--- src/design/rtg_pkg.sv ---
package rtg_pkg;

	////////////////////////////////////////////////////////////
	// Widths and sizes
	////////////////////////////////////////////////////////////

	localparam int ADDR_W      = 25;                  // Byte address into memory
	localparam int WORD_W      = 16;                  // Memory word, one 5-5-5 pixel
	localparam int BURST_LEN   = 4;                   // Words per fetch burst
	localparam int BURST_W     = $clog2(BURST_LEN);   // Fill counter width
	localparam int BURST_BYTES = BURST_LEN * 2;       // Address step per burst
	localparam int FIFO_DEPTH  = 16;                  // Pixel FIFO words
	localparam int FIFO_AW     = $clog2(FIFO_DEPTH);  // FIFO pointer width
	localparam int FIFO_CW     = FIFO_AW + 1;         // Occupancy, 0 to FIFO_DEPTH
	localparam int PIXW_W      = 4;                   // Clocks per pixel minus one
	localparam int VBEND_W     = 7;                   // Extra vblank lines
	localparam int BASE_W      = ADDR_W - 4;          // Base in 16-byte units

	// OSD colours, two bits per gun, packed as {r, g, b}
	localparam logic [5:0] OSD_ON_RGB  = {2'b11, 2'b11, 2'b11};  // Lit, white
	localparam logic [5:0] OSD_OFF_RGB = {2'b00, 2'b00, 2'b10};  // Unlit, dark blue

	////////////////////////////////////////////////////////////
	// Types
	////////////////////////////////////////////////////////////

	typedef struct packed {
		logic [7:0] r;
		logic [7:0] g;
		logic [7:0] b;
	} rgb_t;

	// Colour plus sync levels, chipset in and VGA out
	typedef struct packed {
		rgb_t rgb;
		logic csync;
		logic hsync;
		logic vsync;
	} video_t;

	// RTG screen setup as the CPU programs it
	typedef struct packed {
		logic               ena;          // RTG screen on
		logic [BASE_W-1:0]  base;         // Frame start, 16-byte units
		logic [PIXW_W-1:0]  pixel_width;  // Clocks per pixel minus one
		logic [VBEND_W-1:0] vbend;        // Lines after chipset vblank
	} rtg_cfg_t;

	// Burst fetch states
	typedef enum logic [1:0] {
		IDLE,  // No request out
		REQ,   // Request up, waiting for first word
		FILL   // Words arriving
	} fetch_state_t;

endpackage
--- src/design/rtg_display_top.sv ---
`timescale 1ns/1ns

module rtg_display_top import rtg_pkg::*; (
	input  logic              CLK_114,
	input  logic              rst_n,
	input  rtg_cfg_t          cfg,
	input  video_t            chip_video,
	input  logic              hblank,
	input  logic              vblank,
	input  logic              osd_window,
	input  logic              osd_pixel,
	output logic              ram_req,
	output logic [ADDR_W-1:0] ram_addr,
	input  logic              ram_fill,
	input  logic [WORD_W-1:0] ram_data,
	output video_t            vga
);

	logic              rtg_vblank;
	logic              blank;
	logic              pop;        // Pixel slot ends
	logic              flush;
	logic              room;
	logic [WORD_W-1:0] pix;        // FIFO head

	rtg_blank_timer u_blank (
		.CLK_114    (CLK_114),
		.rst_n      (rst_n),
		.vblank     (vblank),
		.hblank     (hblank),
		.hsync      (chip_video.hsync),  // Lines counted on chipset hsync
		.vbend      (cfg.vbend),
		.rtg_vblank (rtg_vblank),
		.blank      (blank)
	);

	rtg_pixel_timer u_pixel (
		.CLK_114     (CLK_114),
		.rst_n       (rst_n),
		.ena         (cfg.ena),
		.blank       (blank),
		.pixel_width (cfg.pixel_width),
		.pop         (pop)
	);

	rtg_fetch_fsm u_fetch (
		.CLK_114    (CLK_114),
		.rst_n      (rst_n),
		.cfg        (cfg),
		.rtg_vblank (rtg_vblank),
		.room       (room),
		.ram_fill   (ram_fill),
		.ram_req    (ram_req),
		.ram_addr   (ram_addr),
		.flush      (flush)
	);

	rtg_pixel_fifo u_fifo (
		.CLK_114 (CLK_114),
		.rst_n   (rst_n),
		.flush   (flush),
		.push    (ram_fill),   // Every fill is one word
		.pop     (pop),
		.din     (ram_data),
		.q       (pix),
		.room    (room),
		.empty   ()
	);

	rtg_video_mixer u_mixer (
		.CLK_114    (CLK_114),
		.rst_n      (rst_n),
		.ena        (cfg.ena),
		.blank      (blank),
		.pix        (pix),
		.chip_video (chip_video),
		.osd_window (osd_window),
		.osd_pixel  (osd_pixel),
		.vga        (vga)
	);

endmodule

--- src/design/rtg_video_mixer.sv ---
`timescale 1ns/1ns

module rtg_video_mixer import rtg_pkg::*; (
	input  logic              CLK_114,
	input  logic              rst_n,
	input  logic              ena,         // RTG screen on
	input  logic              blank,       // Combined RTG blank
	input  logic [WORD_W-1:0] pix,         // Current 5-5-5 pixel
	input  video_t            chip_video,  // Chipset colour and syncs
	input  logic              osd_window,  // Inside OSD rectangle
	input  logic              osd_pixel,   // OSD dot lit
	output video_t            vga
);

	rgb_t       rtg_rgb;    // Expanded high-colour pixel
	video_t     vga_q;      // Registered video
	logic [5:0] osd_rgb;    // 2 bits per gun

	////////////////////////////////////////////////////////////
	// High-colour expansion
	////////////////////////////////////////////////////////////

	// Top bits repeated into the low end so white stays full scale
	assign rtg_rgb.r = {pix[14:10], pix[14:12]};
	assign rtg_rgb.g = {pix[9:5],   pix[9:7]};
	assign rtg_rgb.b = {pix[4:0],   pix[4:2]};

	////////////////////////////////////////////////////////////
	// Source select and output register
	////////////////////////////////////////////////////////////

	always_ff @(posedge CLK_114 or negedge rst_n) begin
		if (!rst_n) begin
			vga_q <= '0;
		end else begin
			vga_q.rgb   <= (ena && !blank) ? rtg_rgb : chip_video.rgb;
			vga_q.csync <= chip_video.csync;  // Syncs keep the same delay
			vga_q.hsync <= chip_video.hsync;
			vga_q.vsync <= chip_video.vsync;
		end
	end

	////////////////////////////////////////////////////////////
	// OSD overlay
	////////////////////////////////////////////////////////////

	assign osd_rgb = osd_pixel ? OSD_ON_RGB : OSD_OFF_RGB;

	// Picture shows through dimmed under the OSD
	assign vga.rgb.r = osd_window ? {osd_rgb[5:4], vga_q.rgb.r[7:2]} : vga_q.rgb.r;
	assign vga.rgb.g = osd_window ? {osd_rgb[3:2], vga_q.rgb.g[7:2]} : vga_q.rgb.g;
	assign vga.rgb.b = osd_window ? {osd_rgb[1:0], vga_q.rgb.b[7:2]} : vga_q.rgb.b;
	assign vga.csync = vga_q.csync;
	assign vga.hsync = vga_q.hsync;
	assign vga.vsync = vga_q.vsync;

endmodule

--- src/design/rtg_pixel_fifo.sv ---
`timescale 1ns/1ns

module rtg_pixel_fifo import rtg_pkg::*; (
	input  logic              CLK_114,
	input  logic              rst_n,
	input  logic              flush,  // Drop all words
	input  logic              push,   // Fill strobe from memory
	input  logic              pop,    // Pixel consumed
	input  logic [WORD_W-1:0] din,
	output logic [WORD_W-1:0] q,      // Oldest word, show-ahead
	output logic              room,   // Space for a whole burst
	output logic              empty
);

	logic [WORD_W-1:0]  mem [FIFO_DEPTH];
	logic [FIFO_AW-1:0] wr_ptr;
	logic [FIFO_AW-1:0] rd_ptr;
	logic [FIFO_CW-1:0] count;    // Words held
	logic               full;
	logic               do_push;
	logic               do_pop;

	assign full    = (count == FIFO_CW'(FIFO_DEPTH));
	assign empty   = (count == '0);
	assign room    = (count <= FIFO_CW'(FIFO_DEPTH - BURST_LEN));
	assign do_push = push & ~full;
	assign do_pop  = pop & ~empty;
	assign q       = mem[rd_ptr];    // No read latency

	always_ff @(posedge CLK_114) begin
		if (do_push) begin
			mem[wr_ptr] <= din;
		end
	end

	always_ff @(posedge CLK_114 or negedge rst_n) begin
		if (!rst_n) begin
			wr_ptr <= '0;
			rd_ptr <= '0;
			count  <= '0;
		end else if (flush) begin
			wr_ptr <= '0;
			rd_ptr <= '0;
			count  <= '0;
		end else begin
			wr_ptr <= wr_ptr + FIFO_AW'(do_push);   // Pointers wrap
			rd_ptr <= rd_ptr + FIFO_AW'(do_pop);
			count  <= count + FIFO_CW'(do_push) - FIFO_CW'(do_pop);
		end
	end

	////////////////////////////////////////////////////////////
	// Checks
	////////////////////////////////////////////////////////////

	a_no_overflow : assert property (
		@(posedge CLK_114) disable iff (!rst_n)
		push |-> !full
	) else $error("pixel FIFO push when full");

	a_no_underflow : assert property (
		@(posedge CLK_114) disable iff (!rst_n)
		pop |-> !empty
	) else $error("pixel FIFO pop when empty");

endmodule

--- src/design/rtg_fetch_fsm.sv ---
`timescale 1ns/1ns

module rtg_fetch_fsm import rtg_pkg::*; (
	input  logic              CLK_114,
	input  logic              rst_n,
	input  rtg_cfg_t          cfg,
	input  logic              rtg_vblank,  // RTG vertical blank
	input  logic              room,        // FIFO can take a whole burst
	input  logic              ram_fill,    // One word from memory
	output logic              ram_req,     // Burst request level
	output logic [ADDR_W-1:0] ram_addr,    // Burst start address
	output logic              flush        // Empty the pixel FIFO
);

	fetch_state_t       state;
	logic [BURST_W-1:0] fill_cnt;   // Words received this burst
	logic [ADDR_W-1:0]  fetch_addr; // Next burst address
	logic               last_fill;

	assign flush     = rtg_vblank | ~cfg.ena;  // Restart frame from the top
	assign last_fill = ram_fill && (fill_cnt == BURST_W'(BURST_LEN - 1));
	assign ram_req   = (state != IDLE);        // Held through the burst
	assign ram_addr  = fetch_addr;

	////////////////////////////////////////////////////////////
	// Burst FSM and address counter
	////////////////////////////////////////////////////////////

	always_ff @(posedge CLK_114 or negedge rst_n) begin
		if (!rst_n) begin
			state      <= IDLE;
			fill_cnt   <= '0;
			fetch_addr <= '0;
		end else if (flush) begin
			state      <= IDLE;                   // Abort any burst
			fill_cnt   <= '0;
			fetch_addr <= {cfg.base, 4'b0000};    // Frame base, byte units
		end else begin
			unique case (state)
				IDLE: begin
					if (room) begin
						state <= REQ;
					end
				end
				REQ, FILL: begin
					if (last_fill) begin
						state      <= IDLE;       // Req drops next cycle
						fill_cnt   <= '0;
						fetch_addr <= fetch_addr + ADDR_W'(BURST_BYTES);
					end else if (ram_fill) begin
						state    <= FILL;
						fill_cnt <= fill_cnt + 1'b1;
					end
				end
				default: state <= IDLE;
			endcase
		end
	end

	////////////////////////////////////////////////////////////
	// Checks
	////////////////////////////////////////////////////////////

	// Memory latches the address only once, keep it still
	a_addr_stable : assert property (
		@(posedge CLK_114) disable iff (!rst_n)
		$past(ram_req) && ram_req |-> $stable(ram_addr)
	) else $error("ram_addr moved during request");

	// Memory must not send words nobody asked for
	a_no_stray_fill : assert property (
		@(posedge CLK_114) disable iff (!rst_n || flush)
		state == IDLE |-> !ram_fill
	) else $error("ram_fill with no request");

endmodule

--- src/design/rtg_pixel_timer.sv ---
`timescale 1ns/1ns

module rtg_pixel_timer import rtg_pkg::*; (
	input  logic              CLK_114,
	input  logic              rst_n,
	input  logic              ena,          // RTG screen on
	input  logic              blank,        // Combined RTG blank
	input  logic [PIXW_W-1:0] pixel_width,  // Clocks per pixel minus one
	output logic              pop           // Next pixel from the FIFO
);

	logic [PIXW_W-1:0] pix_cnt;  // Clocks into the current pixel

	// Last clock of a pixel slot
	assign pop = ena & ~blank & (pix_cnt == pixel_width);

	always_ff @(posedge CLK_114 or negedge rst_n) begin
		if (!rst_n) begin
			pix_cnt <= '0;
		end else if (blank || pop) begin
			pix_cnt <= '0;                  // New slot
		end else begin
			pix_cnt <= pix_cnt + 1'b1;
		end
	end

	////////////////////////////////////////////////////////////
	// Checks
	////////////////////////////////////////////////////////////

	// No word may leave the FIFO outside the active area
	a_no_pop_in_blank : assert property (
		@(posedge CLK_114) disable iff (!rst_n)
		blank |-> !pop
	) else $error("pixel pop during blank");

endmodule

--- src/design/rtg_blank_timer.sv ---
`timescale 1ns/1ns

module rtg_blank_timer import rtg_pkg::*; (
	input  logic               CLK_114,
	input  logic               rst_n,
	input  logic               vblank,      // Chipset vertical blank
	input  logic               hblank,      // Chipset horizontal blank
	input  logic               hsync,       // Chipset hsync level
	input  logic [VBEND_W-1:0] vbend,       // Lines to hold blank after vblank
	output logic               rtg_vblank,  // RTG vertical blank
	output logic               blank        // Combined RTG blank
);

	logic               hsync_d;   // Last hsync, for edge detect
	logic               hs_rise;
	logic [VBEND_W-1:0] line_cnt;  // Lines since chipset vblank ended

	assign hs_rise = hsync & ~hsync_d;  // One line per rising edge

	always_ff @(posedge CLK_114 or negedge rst_n) begin
		if (!rst_n) begin
			hsync_d <= 1'b0;
		end else begin
			hsync_d <= hsync;
		end
	end

	////////////////////////////////////////////////////////////
	// Line counter
	////////////////////////////////////////////////////////////

	// The RTG screen may start later than the chipset one, so the
	// blank is held for vbend extra lines after vblank drops.
	always_ff @(posedge CLK_114 or negedge rst_n) begin
		if (!rst_n) begin
			rtg_vblank <= 1'b1;                     // Blank until first frame
			line_cnt   <= '0;
		end else if (vblank) begin
			rtg_vblank <= 1'b1;                     // Restart each frame
			line_cnt   <= '0;
		end else if (line_cnt == vbend) begin
			rtg_vblank <= 1'b0;                     // Active area starts
		end else if (hs_rise) begin
			line_cnt   <= line_cnt + 1'b1;
		end
	end

	assign blank = rtg_vblank | hblank;  // Either blank stops display

endmodule

--- config.mk ---
export PLATFORM = sky130hd
export DESIGN_NAME = rtg_display_top
export DESIGN_NICKNAME = d
export VERILOG_FILES = /design/src/design/rtg_pkg.sv /design/src/design/rtg_display_top.sv /design/src/design/rtg_video_mixer.sv /design/src/design/rtg_pixel_fifo.sv /design/src/design/rtg_fetch_fsm.sv /design/src/design/rtg_pixel_timer.sv /design/src/design/rtg_blank_timer.sv
export SDC_FILE = /design/constraint.sdc
export NUM_CORES = 1
export LEC_CHECK = 0
export ABC_AREA = 1
export BUFFER_PORTS_ARGS = -buffer_cell sky130_fd_sc_hd__buf_2
export CORE_MARGIN = 3
export CORE_UTILIZATION = 35
export CTS_CLUSTER_DIAMETER = 120
export DETAILED_ROUTE_END_ITERATION = 8
export PLACE_DENSITY = 0.57
export SLEW_MARGIN = 0
export SYNTH_ARGS = -nofsm -noshare
export SYNTH_HDL_FRONTEND = slang
export SYNTH_HIERARCHICAL = 1
export SYNTH_SLANG_ARGS = --single-unit
--- constraint.sdc ---
create_clock -name CLK_114 -period 5 [get_ports CLK_114]
set_clock_uncertainty 0.1 [all_clocks]
set_input_delay 0 -clock CLK_114 [delete_from_list [all_inputs] [get_ports CLK_114]]
set_output_delay 0 -clock CLK_114 [all_outputs]
set_load 0.1 [all_outputs]
Yosys cells after proc, flatten, opt, wreduce, memory -nomap -nowiden
Memories as Yosys holds them, arrays and structs flattened. Index checks and enable logic that the tools add are counted.

Register bits: 81. Output and inout port bits: 53. Memory bits (writable): 256. Memories kept: 1.

Memory list: u_fifo.mem (words 16, bits a word 16, rd ports 1, clocked after memory_dff 0, wr ports 1, RTL line rtg_pixel_fifo.sv:15) `logic [WORD_W-1:0] mem [FIFO_DEPTH];`.

Magnitude comparators: 1. Reduce and logical (&&, ||, !) cells: 17. Equality and inequality tests: 9. Multiplexer cells: 28. Bitwise logic cells: 12. Add/subtract/negate cells: 8.

Operators by type and width (number): 25-bit 2-to-1 mux (3); 25-bit by 4-bit adder with 25-bit output (second input constant) (1); 24-bit 2-to-1 mux (1); 8-bit 2-to-1 mux (3); 7-bit 2-to-1 mux (3); 2-bit 2-to-1 mux (8); 4-bit 2-to-1 mux (3); 2-bit nonzero test (5); 4-bit by 1-bit adder with 4-bit output (2); 2-bit AND reduction (4); 7-bit by 1-bit adder with 7-bit output (second input constant) (1); 7-bit == test (1); 6-bit 2-to-1 mux (1); 5-bit by 1-bit adder with 5-bit output (1); 1-bit bitwise AND (5); 5-bit == test (second input constant) (1); 5-bit by 4-bit <= comparator with 1-bit output (second input constant) (1); 5-bit zero test (1); 5-bit 2-to-1 mux (1); 1-bit NOT (5); 5-bit by 1-bit subtractor with 5-bit output (1); 4-bit by 1-bit adder with 4-bit output (second input constant) (1); 2-bit == test (second input constant) (2); 4-bit == test (1); other kinds (14) (19).

Longest topological paths before layout
Gate-level depths: netlist of run 1.

Depth after elaboration: 7. Depth in mapped cells: 20. Depth with buffers taken out: 20.

Hierarchy
Netlist of run 1, hierarchy kept.

By module, submodules not included: rtg_pixel_fifo (area an instance 11817.6 sq um, cells an instance 1149, instances 1); rtg_fetch_fsm (area an instance 1949.4 sq um, cells an instance 289, instances 1); rtg_video_mixer (area an instance 1348.8 sq um, cells an instance 169, instances 1); rtg_blank_timer (area an instance 719.4 sq um, cells an instance 117, instances 1); rtg_pixel_timer (area an instance 250.2 sq um, cells an instance 36, instances 1).

Least setup slack after synthesis of run 1
Ideal clock, no wire load.

Path kind: register -> register. Start: reg u_blank.rtg_vblank. End: reg u_fifo.count[4]. Setup slack: 2.429 ns. Required time: 4.783 ns. Arrival time: 2.354 ns. Stages on the path, launching flop included: 20. Path through: dfstp_2 or2_2 inv_1 nand3_1 nor2_1 nand2_1 inv_1 o21ai_0 inv_1 ha_1 inv_1 ha_1 inv_1 fa_1 inv_1 nand2_1 nand2_1 a21oi_1 nor2_1 nor2_1.

Longest elaborated chain between the ends: 7.

Ends and longest elaborated chain: start: declaration (RTL line rtg_blank_timer.sv:10) `output logic rtg_vblank,`; start signal: assignment (RTL line rtg_blank_timer.sv:36) `rtg_vblank <= 1'b1;`; start signal: assignment (RTL line rtg_blank_timer.sv:39) `rtg_vblank <= 1'b1;`; start signal: assignment (RTL line rtg_blank_timer.sv:42) `rtg_vblank <= 1'b0;`; 1-bit bitwise OR (RTL line rtg_blank_timer.sv:48) `assign blank = rtg_vblank | hblank;`; net blank (RTL line rtg_display_top.sv:20) `logic blank;`; 1-bit NOT (RTL line rtg_pixel_timer.sv:15) `assign pop = ena & ~blank & (pix_cnt == pixel_width);`; 1-bit bitwise AND (2 in a row) (RTL line rtg_pixel_timer.sv:15); net pop (RTL line rtg_display_top.sv:21) `logic pop;`; 1-bit bitwise AND (RTL line rtg_pixel_fifo.sv:27) `assign do_pop = pop & ~empty;`; 5-bit by 1-bit subtractor with 5-bit output (RTL line rtg_pixel_fifo.sv:48) `count <= count + FIFO_CW'(do_push) - FIFO_CW'(do_pop);`; 5-bit 2-to-1 mux (RTL line rtg_pixel_fifo.sv:41) `end else if (flush) begin`; end signal: assignment (RTL line rtg_pixel_fifo.sv:48); end: declaration (RTL line rtg_pixel_fifo.sv:18) `logic [FIFO_CW-1:0] count;`.

The timed path passes the listed nets, and every way through them passes these cells. A chain may end at the register's enable or synchronous reset.

Worst setup path after layout of run 1
Start: reg u_blank.line_cnt[0]. End: reg u_blank.line_cnt[1].

Longest elaborated chain between the ends: 4.

Ends and longest elaborated chain: start: declaration (RTL line rtg_blank_timer.sv:16) `logic [VBEND_W-1:0] line_cnt;`; start signal: assignment (RTL line rtg_blank_timer.sv:44) `line_cnt <= line_cnt + 1'b1;`; 7-bit by 1-bit adder with 7-bit output (RTL line rtg_blank_timer.sv:44); 7-bit 2-to-1 mux (RTL line rtg_blank_timer.sv:43) `end else if (hs_rise) begin`; 7-bit 2-to-1 mux (RTL line rtg_blank_timer.sv:41) `end else if (line_cnt == vbend) begin`; 7-bit 2-to-1 mux (RTL line rtg_blank_timer.sv:38) `end else if (vblank) begin`.

Parallel ways exist; a longest one is shown, timed or not. The select of a mux whose other input is x is not followed.

==> metrics.txt, run 1 <==
outcome completed; Fillers 4,057; CP Max Fanout 7; Hold Buf Count CTS 133; initial antenna violation count 5; R2R setup slack 1.38 ns; row count 76; non-filler cells, final 2,568; Synth Warn # 6; minimum clock period 3.62 ns; CTS Buf Count 37; RSZ-0062 raised after global routing false; max incr delay on CP 0.71 ns; WL final 40.1 mm; CTS resizes 0; global-route wire length before repair 63.1 mm; H-tree depth 2; Final Wtd Congestion 0.811; Die W 216 um; Crit Path Category reg2reg; TritonCTS Sinks 319; CTS tree built; slowest CP cell dlygate4sd3_1; max frequency 276 MHz; IO Port Bufs 131; post-CTS setup buffers 0; Pwr Total 6.14 mW; DRT iter0 DRCs 937; worst slew pin tran 1.20 ns; Pwr Density 323 nW/um^2; initial core utilization 35.6%; total track usage 17.1%; reg2reg end u_blank/line_cnt[1]; final setup fails 0; HPWL Detailed 23.4 mm; Vias 11,992; static leakage 8.66 nW; total area of sequential cells 9190 sq um; Ports 136; crit start category register; crit path DAT 4.00 ns; reg-to-reg startpoint u_blank/line_cnt[0]; largest net degree at the start of global routing 103; vias per inst 4.67; post-route ant nets 0; Cell Area, Synth 15,400 sq um; critical path endpoint u_blank/line_cnt[1]; vias in the first global route 11,554; Stages on worst setup path 12; R2R cell count 12; CP Buf/Inv Count 5; max_slew headroom 19.7%; routed len/inst 15.6 um; drt first pass iters 6; Syn Inst Count 1,698; share of layout cells above drive strength 1 13.1%; crit-path cells inv_1 > nand2_1 > nand2_1 > nor2_2 > dlygate4sd3_1 > nand2_2 > dlygate4sd3_1 > o21bai_4 > dlygate4sd3_1 > nand3_1 > nand2_1 > dlygate4sd3_1; final hold violations 0; overall die area 46,600 sq um; crit path from u_blank/line_cnt[0]; CTS clk-pin slew, worst paths 0.06 ns; total gr overflow 0; nets 2,054; Die Span Y 216 um; Fin Setup TNS 0 ns; Hold Crit Class in2reg; Syn-to-layout area delta 23.6%; Max-Cap Viols 0; Multi-input gate area 4690 sq um; placed cell count 2,365; Req. time, crit path 5.37 ns; Remaining DRCs 0; crit-path leading delay family buffers and inverters; CP most frequent cell dlygate4sd3_1; Final Cycle Share 72.5%; clock buffer depth 3; peak supply drop 222 uV; clk_lat worst skew 0.55 ns; final number of max-transition violations 0; Mean Syn Cell Area 9.08 sq um; Core ar. 43,300 sq um; Worst setup EP type register; CTS Root Cell clkbuf_16
[worst register-to-register path, cell delays in order (launching register included)]
cell and delay, ns:
dfrtp_1 0.46, inv_1 0.09, nand2_1 0.06, nand2_1 0.06, nor2_2 0.06, dlygate4sd3_1 0.56, nand2_2 0.04, dlygate4sd3_1 0.58
o21bai_4 0.13, dlygate4sd3_1 0.71, nand3_1 0.10, nand2_1 0.07, dlygate4sd3_1 0.53
[placed cells by master (no fill, tap or decap), types with 3 or more instances in the layout]
master,count
conb_1,3
edfxtp_1,240
xnor2_1,3
o21ai_0,21
clkinv_2,9
clkbuf_1,6
or2_2,7
nand2_1,563
buf_2,130
nand2_2,11
dlygate4sd3_1,133
a31oi_1,3
clkinv_1,4
inv_4,3
dfrtp_1,76
buf_4,26
bufinv_16,3
xor2_1,3
a21oi_1,14
ha_1,18
nor2_4,3
clkbuf_16,38
nand4_1,10
o21ai_1,6
nand3_2,4
nor2_1,91
nor2_2,5
nand3_1,246
inv_1,271
diode_2,5
[final cells by class]
type / instances / share of cell area, %
multi-input combinational: 1028 / 24.6
clock buffer: 46 / 5.25
tap: 585 / 3.84
timing repair buffer: 289 / 11.4
sequential: 319 / 48.2
clock inverter: 19 / 1.07
antenna: 5 / 0.0657
inverter: 277 / 5.50
[how the worst min path moves through the flow]
stage,start,end,slack (ns),depth (start not counted)
floorplan,rst_n,u_blank/hsync_d,-0.40,0
global placement,rst_n,u_mixer/vga_q[17],-0.22,1
detailed placement,rst_n,u_mixer/vga_q[17],-0.22,1
CTS,chip_video[1],u_mixer/vga[1],0.01,2
global route,chip_video[1],u_mixer/vga[1],0.02,2
finish,chip_video[1],u_mixer/vga[1],0.03,2
[flip-flops by register name, indices dropped and copies added, names as in the netlist, 2 cells and up]
name and flops:
u_blank/line_cnt 7, u_fetch/ram_addr 22, u_fetch/state 2, u_fetch/fill_cnt 2, u_fifo/count 5, u_fifo/rd_ptr 4
u_pixel/pix_cnt 4, u_fifo/wr_ptr 4, u_mixer/vga 3, u_fifo/mem 240, u_mixer/vga_q 24
[layer usage]
layer,vias to the layer above,part of all wire (%),GRT usage [%]
met2,408,47,28.7
met4,0,3.5,6.43
met3,107,6.7,3.52
li1,5907,-,-
met5,-,0,0
met1,5570,42,21.8
[power by group]
part           switching [mW]  leakage [nW]  total (mW)  internal [mW]
clock network            1.09         0.589        2.68           1.59
logic                   0.389          4.93       0.550          0.161
registers              0.0323          3.15        2.92           2.89
total                    1.51          8.66        6.14           4.63
[metrics by stage]
stage               setup slack [ns]  utilization [%]  cell area (sq um)  hold slack, ns
floorplan                       2.43                -              15400          -0.396
global placement                2.02             38.1              16500          -0.220
detailed placement              1.97             38.1              16500          -0.224
CTS                             1.37             44.0              19000          0.0126
global route                    1.15             44.0              19000          0.0232
finish                          1.38             44.0              19100          0.0300
Power figures use the tool's default switching activity.
==> run 2: changes to the inputs <==
--- a/config.mk
+++ b/config.mk
@@ -5,13 +5,13 @@
 export SDC_FILE = /design/constraint.sdc
 export NUM_CORES = 1
 export LEC_CHECK = 0
-export ABC_AREA = 1
+export ABC_AREA = 0
 export BUFFER_PORTS_ARGS = -buffer_cell sky130_fd_sc_hd__buf_2
 export CORE_MARGIN = 3
 export CORE_UTILIZATION = 35
 export CTS_CLUSTER_DIAMETER = 120
 export DETAILED_ROUTE_END_ITERATION = 8
-export PLACE_DENSITY = 0.57
+export PLACE_DENSITY = 0.6
 export SLEW_MARGIN = 0
 export SYNTH_ARGS = -nofsm -noshare
 export SYNTH_HDL_FRONTEND = slang
==> constraint.sdc (replaced) <==
create_clock -name CLK_114 -period 3.1 [get_ports CLK_114]
set_clock_uncertainty 0.1 [all_clocks]
set_input_delay 0 -clock CLK_114 [delete_from_list [all_inputs] [get_ports CLK_114]]
set_output_delay 0 -clock CLK_114 [all_outputs]
set_load 0.1 [all_outputs]
==> metrics.txt, run 2 <==
WL final 29.5 mm; peak supply drop 360 uV; Max-Cap Viols 0; initial antenna violation count 1; Req. time, crit path 3.38 ns; post-route ant nets 0; Die Span Y 204 um; CTS clk-pin slew, worst paths 0.05 ns; nets 1,149; Vias 7,825; crit path DAT 3.17 ns; largest net degree at the start of global routing 68; clk_lat worst skew 0.52 ns; CTS Root Cell clkbuf_16; minimum clock period 2.89 ns; overall die area 41,400 sq um; Mean Syn Cell Area 16.8 sq um; Pwr Density 547 nW/um^2; initial core utilization 35.9%; final hold violations 0; Die W 204 um; post-CTS setup buffers 0; Fillers 3,295; Crit Path Category reg2reg; NetSw 2.17 mW; Cell Area, Synth 13,700 sq um; clock buffer depth 3; WHS 0.0258 ns; met3 usage 2.47%; Ant. Diodes 0; row count 71; max_slew headroom 41.3%; routed len/inst 18.6 um; switching part of the total 23.5%; Syn Inst Count 813; max frequency 346 MHz; final core utilization 44.3%; Comb power frac 7.9%; total gr overflow 0; Internal 7.08 mW; clock network power share 41.4%; RSZ-0062 raised after global routing false; CTS tree built; Biggest register u_fifo/mem; drt first pass iters 4; global-route wire length before repair 46.6 mm; outcome completed; worst slew pin tran 0.880 ns; static leakage 6.18 nW; Worst setup EP type register; TritonCTS Sinks 319; final setup fails 0; H-tree depth 2; Fin Setup TNS 0 ns; Core ar. 38,100 sq um; CTS Buf Count 34; grt peak-use layer met2; IO Port Bufs 131; vias per inst 4.94; HPWL Detailed 18.2 mm; most common cell after layout, fill and taps aside edfxtp_1; Final Wtd Congestion 0.746; met1 Track Usage GR 19.1%; Syn-to-layout area delta 23.6%; Synth Warn # 6; Ports 136; final number of max-transition violations 0; total track usage 14.4%; share of layout cells above drive strength 1 30.1%; Flop pwr share 50.7%; most frequent cells in the layout edfxtp_1 (240), buf_2 (130), dlygate4sd3_1 (77); crit start category register; CP Max Fanout 3; vias in the first global route 8,046; met2 Use GR 25.1%; Final Cycle Share 93.2%; Remaining DRCs 0; Hold Crit Class in2reg; max reg flops 240; DRT iter0 DRCs 482
-- run 2: layer usage --
metal,vias up,wire (um)
li1,3641,-
met3,40,1450
met5,-,7
met2,204,14800
met4,2,398
met1,3938,12900
-- run 2: through the flow --
step                      std cells  power, mW  setup slack, ns  cell area [sq um]
after detailed placement       1445       5.43           0.0630              15000
after global routing           1583       9.56           0.0202              16900
final                          1583       9.25            0.210              16900
after CTS                      1583       9.35           0.0461              16900
after global placement         1445       5.42           0.0933              15000
after floorplan                 815       5.24            0.124              13700
-- run 2: critical path: stages (launching register included) --
cell,delay (ns)
dfstp_2,0.37
or2_2,0.29
nand2b_4,0.16
nor4_4,0.22
and2_1,0.16
nor2b_2,0.15
ha_1,0.24
inv_1,0.06
ha_1,0.15
inv_1,0.06
fa_2,0.35
nand2b_1,0.17
a21oi_2,0.15
o21a_1,0.12
nor3_1,0.04
-- run 2: final cells by class --
cell class                      instances  area, sq um  share of cell area [%]
Tap cell                              511          639                    3.78
Sequential cell                       319         9190                    54.4
Multi-Input combinational cell        428         4200                    24.8
Timing Repair Buffer                  241         1710                    10.1
Clock buffer                           48          935                    5.53
Clock inverter                         13          131                   0.778
Inverter                               23         86.3                   0.511
-- run 2: power groups by stage --
stage                     Clock, mW  Sequential (mW)  Combinational (mW)
after global placement            0             4.77               0.653
after detailed placement          0             4.77               0.660
final                          3.83             4.68               0.733
after global routing           4.09             4.69               0.780
after CTS                      3.93             4.68               0.737
after floorplan                   0             4.88               0.359
-- run 2: final timing paths --
check | start | endpoint | slack (ns) | cells after the start
max | u_blank/rtg_vblank | u_fifo/count[4] | 0.21 | 14
min | cfg[9] | u_pixel/pix_cnt[3] | 0.03 | 4
max reg2reg | u_blank/rtg_vblank | u_fifo/count[4] | 0.21 | 14
min reg2reg | u_blank/rtg_vblank | u_blank/rtg_vblank | 0.42 | 1
max in group asynchronous | rst_n | u_fetch/ram_addr[6] | 2.18 | 3
min in group asynchronous | rst_n | u_pixel/pix_cnt[2] | 0.04 | 2
-- run 2: what timing repair did --
action / 4_1_cts / 5_1_grt
gates resized for setup: 0 / 4
hold endpoints to repair: 370 / 0
setup endpoints to repair: 0 / 1
hold buffers: 77 / 0
==> run 3: changes to the inputs <==
--- a/config.mk
+++ b/config.mk
@@ -7,11 +7,11 @@
 export LEC_CHECK = 0
 export ABC_AREA = 0
 export BUFFER_PORTS_ARGS = -buffer_cell sky130_fd_sc_hd__buf_2
-export CORE_MARGIN = 3
-export CORE_UTILIZATION = 35
+export CORE_UTILIZATION = 53
 export CTS_CLUSTER_DIAMETER = 120
 export DETAILED_ROUTE_END_ITERATION = 8
-export PLACE_DENSITY = 0.6
+export MAX_ROUTING_LAYER = met4
+export PLACE_DENSITY = 0.81
 export SLEW_MARGIN = 0
 export SYNTH_ARGS = -nofsm -noshare
 export SYNTH_HDL_FRONTEND = slang
==> metrics.txt, run 3 (synthesis results as in run 2) <==
Max-Cap Viols 0; routed len/inst 21.6 um; final setup fails 0; Final Wtd Congestion 0.820; minimum clock period 2.90 ns; CTS tree built; crit start category register; Syn-to-layout area delta 23.0%; Biggest register u_fifo/mem; initial antenna violation count 3; CP Max Fanout 3; post-route ant nets 0; overall die area 26,400 sq um; design area 16,800 sq um; Place WS 0.0801 ns; IO Port Bufs 131; Met2 Routed Length 15.7 mm; Hold Crit Class in2async; H-tree depth 1; outcome completed; most common cell after layout, fill and taps aside edfxtp_1; crit path from u_blank/rtg_vblank; clk_lat worst skew 0.58 ns; max_slew headroom 33.9%; reg-to-reg startpoint u_blank/rtg_vblank; share of layout cells above drive strength 1 29.7%; total track usage 24.3%; crit path DAT 3.23 ns; vias in the first global route 8,448; total gr overflow 0; final hold violations 0; met1 WL 12.0 mm; CTS clk-pin slew, worst paths 0.06 ns; Core ar. 25,300 sq um; CTS Buf Count 30; final number of max-transition violations 0; Die W 163 um; Remaining DRCs 0; TritonCTS Sinks 319; Fin Setup TNS 0 ns; max reg flops 240; most frequent cells in the layout edfxtp_1 (240), buf_2 (130), dlygate4sd3_1 (96); vias per inst 5.86; Pwr Density 547 nW/um^2; Final Cycle Share 93.7%; worst slew pin tran 0.992 ns; post-CTS setup buffers 0; clock buffer depth 3; global-route wire length before repair 47.1 mm; max frequency 344 MHz; CTS Root Cell clkbuf_16; DRT iter0 DRCs 882; max layer used met4; row count 58; peak supply drop 611 uV; Ports 136; Crit Path Category reg2reg; met3 WL post-DR 2.17 mm; largest net degree at the start of global routing 80; final worst-path setup slack 0.196 ns; drt first pass iters 5; initial core utilization 54.1%; nets 1,166; Req. time, crit path 3.42 ns; WL final 30.7 mm; Worst setup EP type register; RSZ-0062 raised after global routing false; HPWL Detailed 17.7 mm; Die Span Y 163 um; Vias 8,321; static leakage 6.25 nW; placed cell area 14,800 sq um
-- run 3: cell types whose count changed in the layout (fill, tap and decap cells not counted) --
cell	previous run	this run
clkbuf_16	35	30
bufinv_16	1	5
clkinv_8	2	0
clkbuf_8	1	0
diode_2	0	3
inv_6	0	1
buf_4	31	34
clkinv_1	5	3
clkbuf_1	12	9
dlygate4sd3_1	77	96
buf_12	3	2
clkinvlp_4	0	1
-- run 3: cell type report --
class,instances,area [sq um]
clock inverter,15,228
fill,1544,8440
tap,330,413
inverter,23,86.3
sequential,319,9190
antenna,3,7.51
multi-input combinational,428,4200
clock buffer,39,785
timing repair buffer,262,1910
-- run 3: worst max-delay path, cell delays in order (launching register included) --
cell and delay (ns):
dfstp_2 0.38, or2_2 0.28, nand2b_4 0.15, nor4_4 0.22
and2_1 0.16, nor2b_2 0.15, ha_1 0.23, inv_1 0.06
ha_1 0.15, inv_1 0.06, fa_2 0.35, nand2b_1 0.16
a21oi_2 0.15, o21a_1 0.12, nor3_1 0.04
-- run 3: repair_timing --
item                       in CTS  in global routing
setup endpoints to repair       0                  1
hold buffers                   96                  0
hold endpoints to repair      384                  0
resized for setup               0                  4
-- run 3: power breakdown --
group | total, mW | internal [mW] | switching [mW] | leakage [nW]
registers | 4.69 | 4.65 | 0.0374 | 3.15
logic | 0.757 | 0.225 | 0.532 | 2.62
clock network | 3.75 | 2.21 | 1.55 | 0.487
-- run 3: through the flow --
| stage | cells | hold WS [ns] | util [%] | power (mW) |
|---|---|---|---|---|
| global route | 1419 | 0.0928 | 66.6 | 9.43 |
| floorplan | 815 | -0.396 | - | 5.24 |
| global placement | 1266 | 0.0106 | 58.7 | 5.41 |
| finish | 1419 | 0.0314 | 66.6 | 9.20 |
| CTS | 1416 | 0.0773 | 66.5 | 9.22 |
| detailed placement | 1266 | 0.0120 | 58.7 | 5.42 |
-- run 3: per-layer routing --
metal | global-route usage (%) | vias to the layer above
met5 | - | -
met4 | 7.35 | 0
met3 | 3.36 | 62
met2 | 41.4 | 381
met1 | 30.4 | 4199
li1 | - | 3679
-- run 3: worst paths after layout --
check | to | slack, ns | cells past startpoint
setup reg to reg | u_fifo/count[4] | 0.20 | 14
hold / removal | u_pixel/pix_cnt[2] | 0.03 | 2
min in group CLK_114 | u_mixer/vga_q[19] | 0.08 | 3
hold reg to reg | u_blank/rtg_vblank | 0.44 | 1
setup / recovery | u_fifo/count[4] | 0.20 | 14
max in group asynchronous | u_fifo/rd_ptr[0] | 2.13 | 2
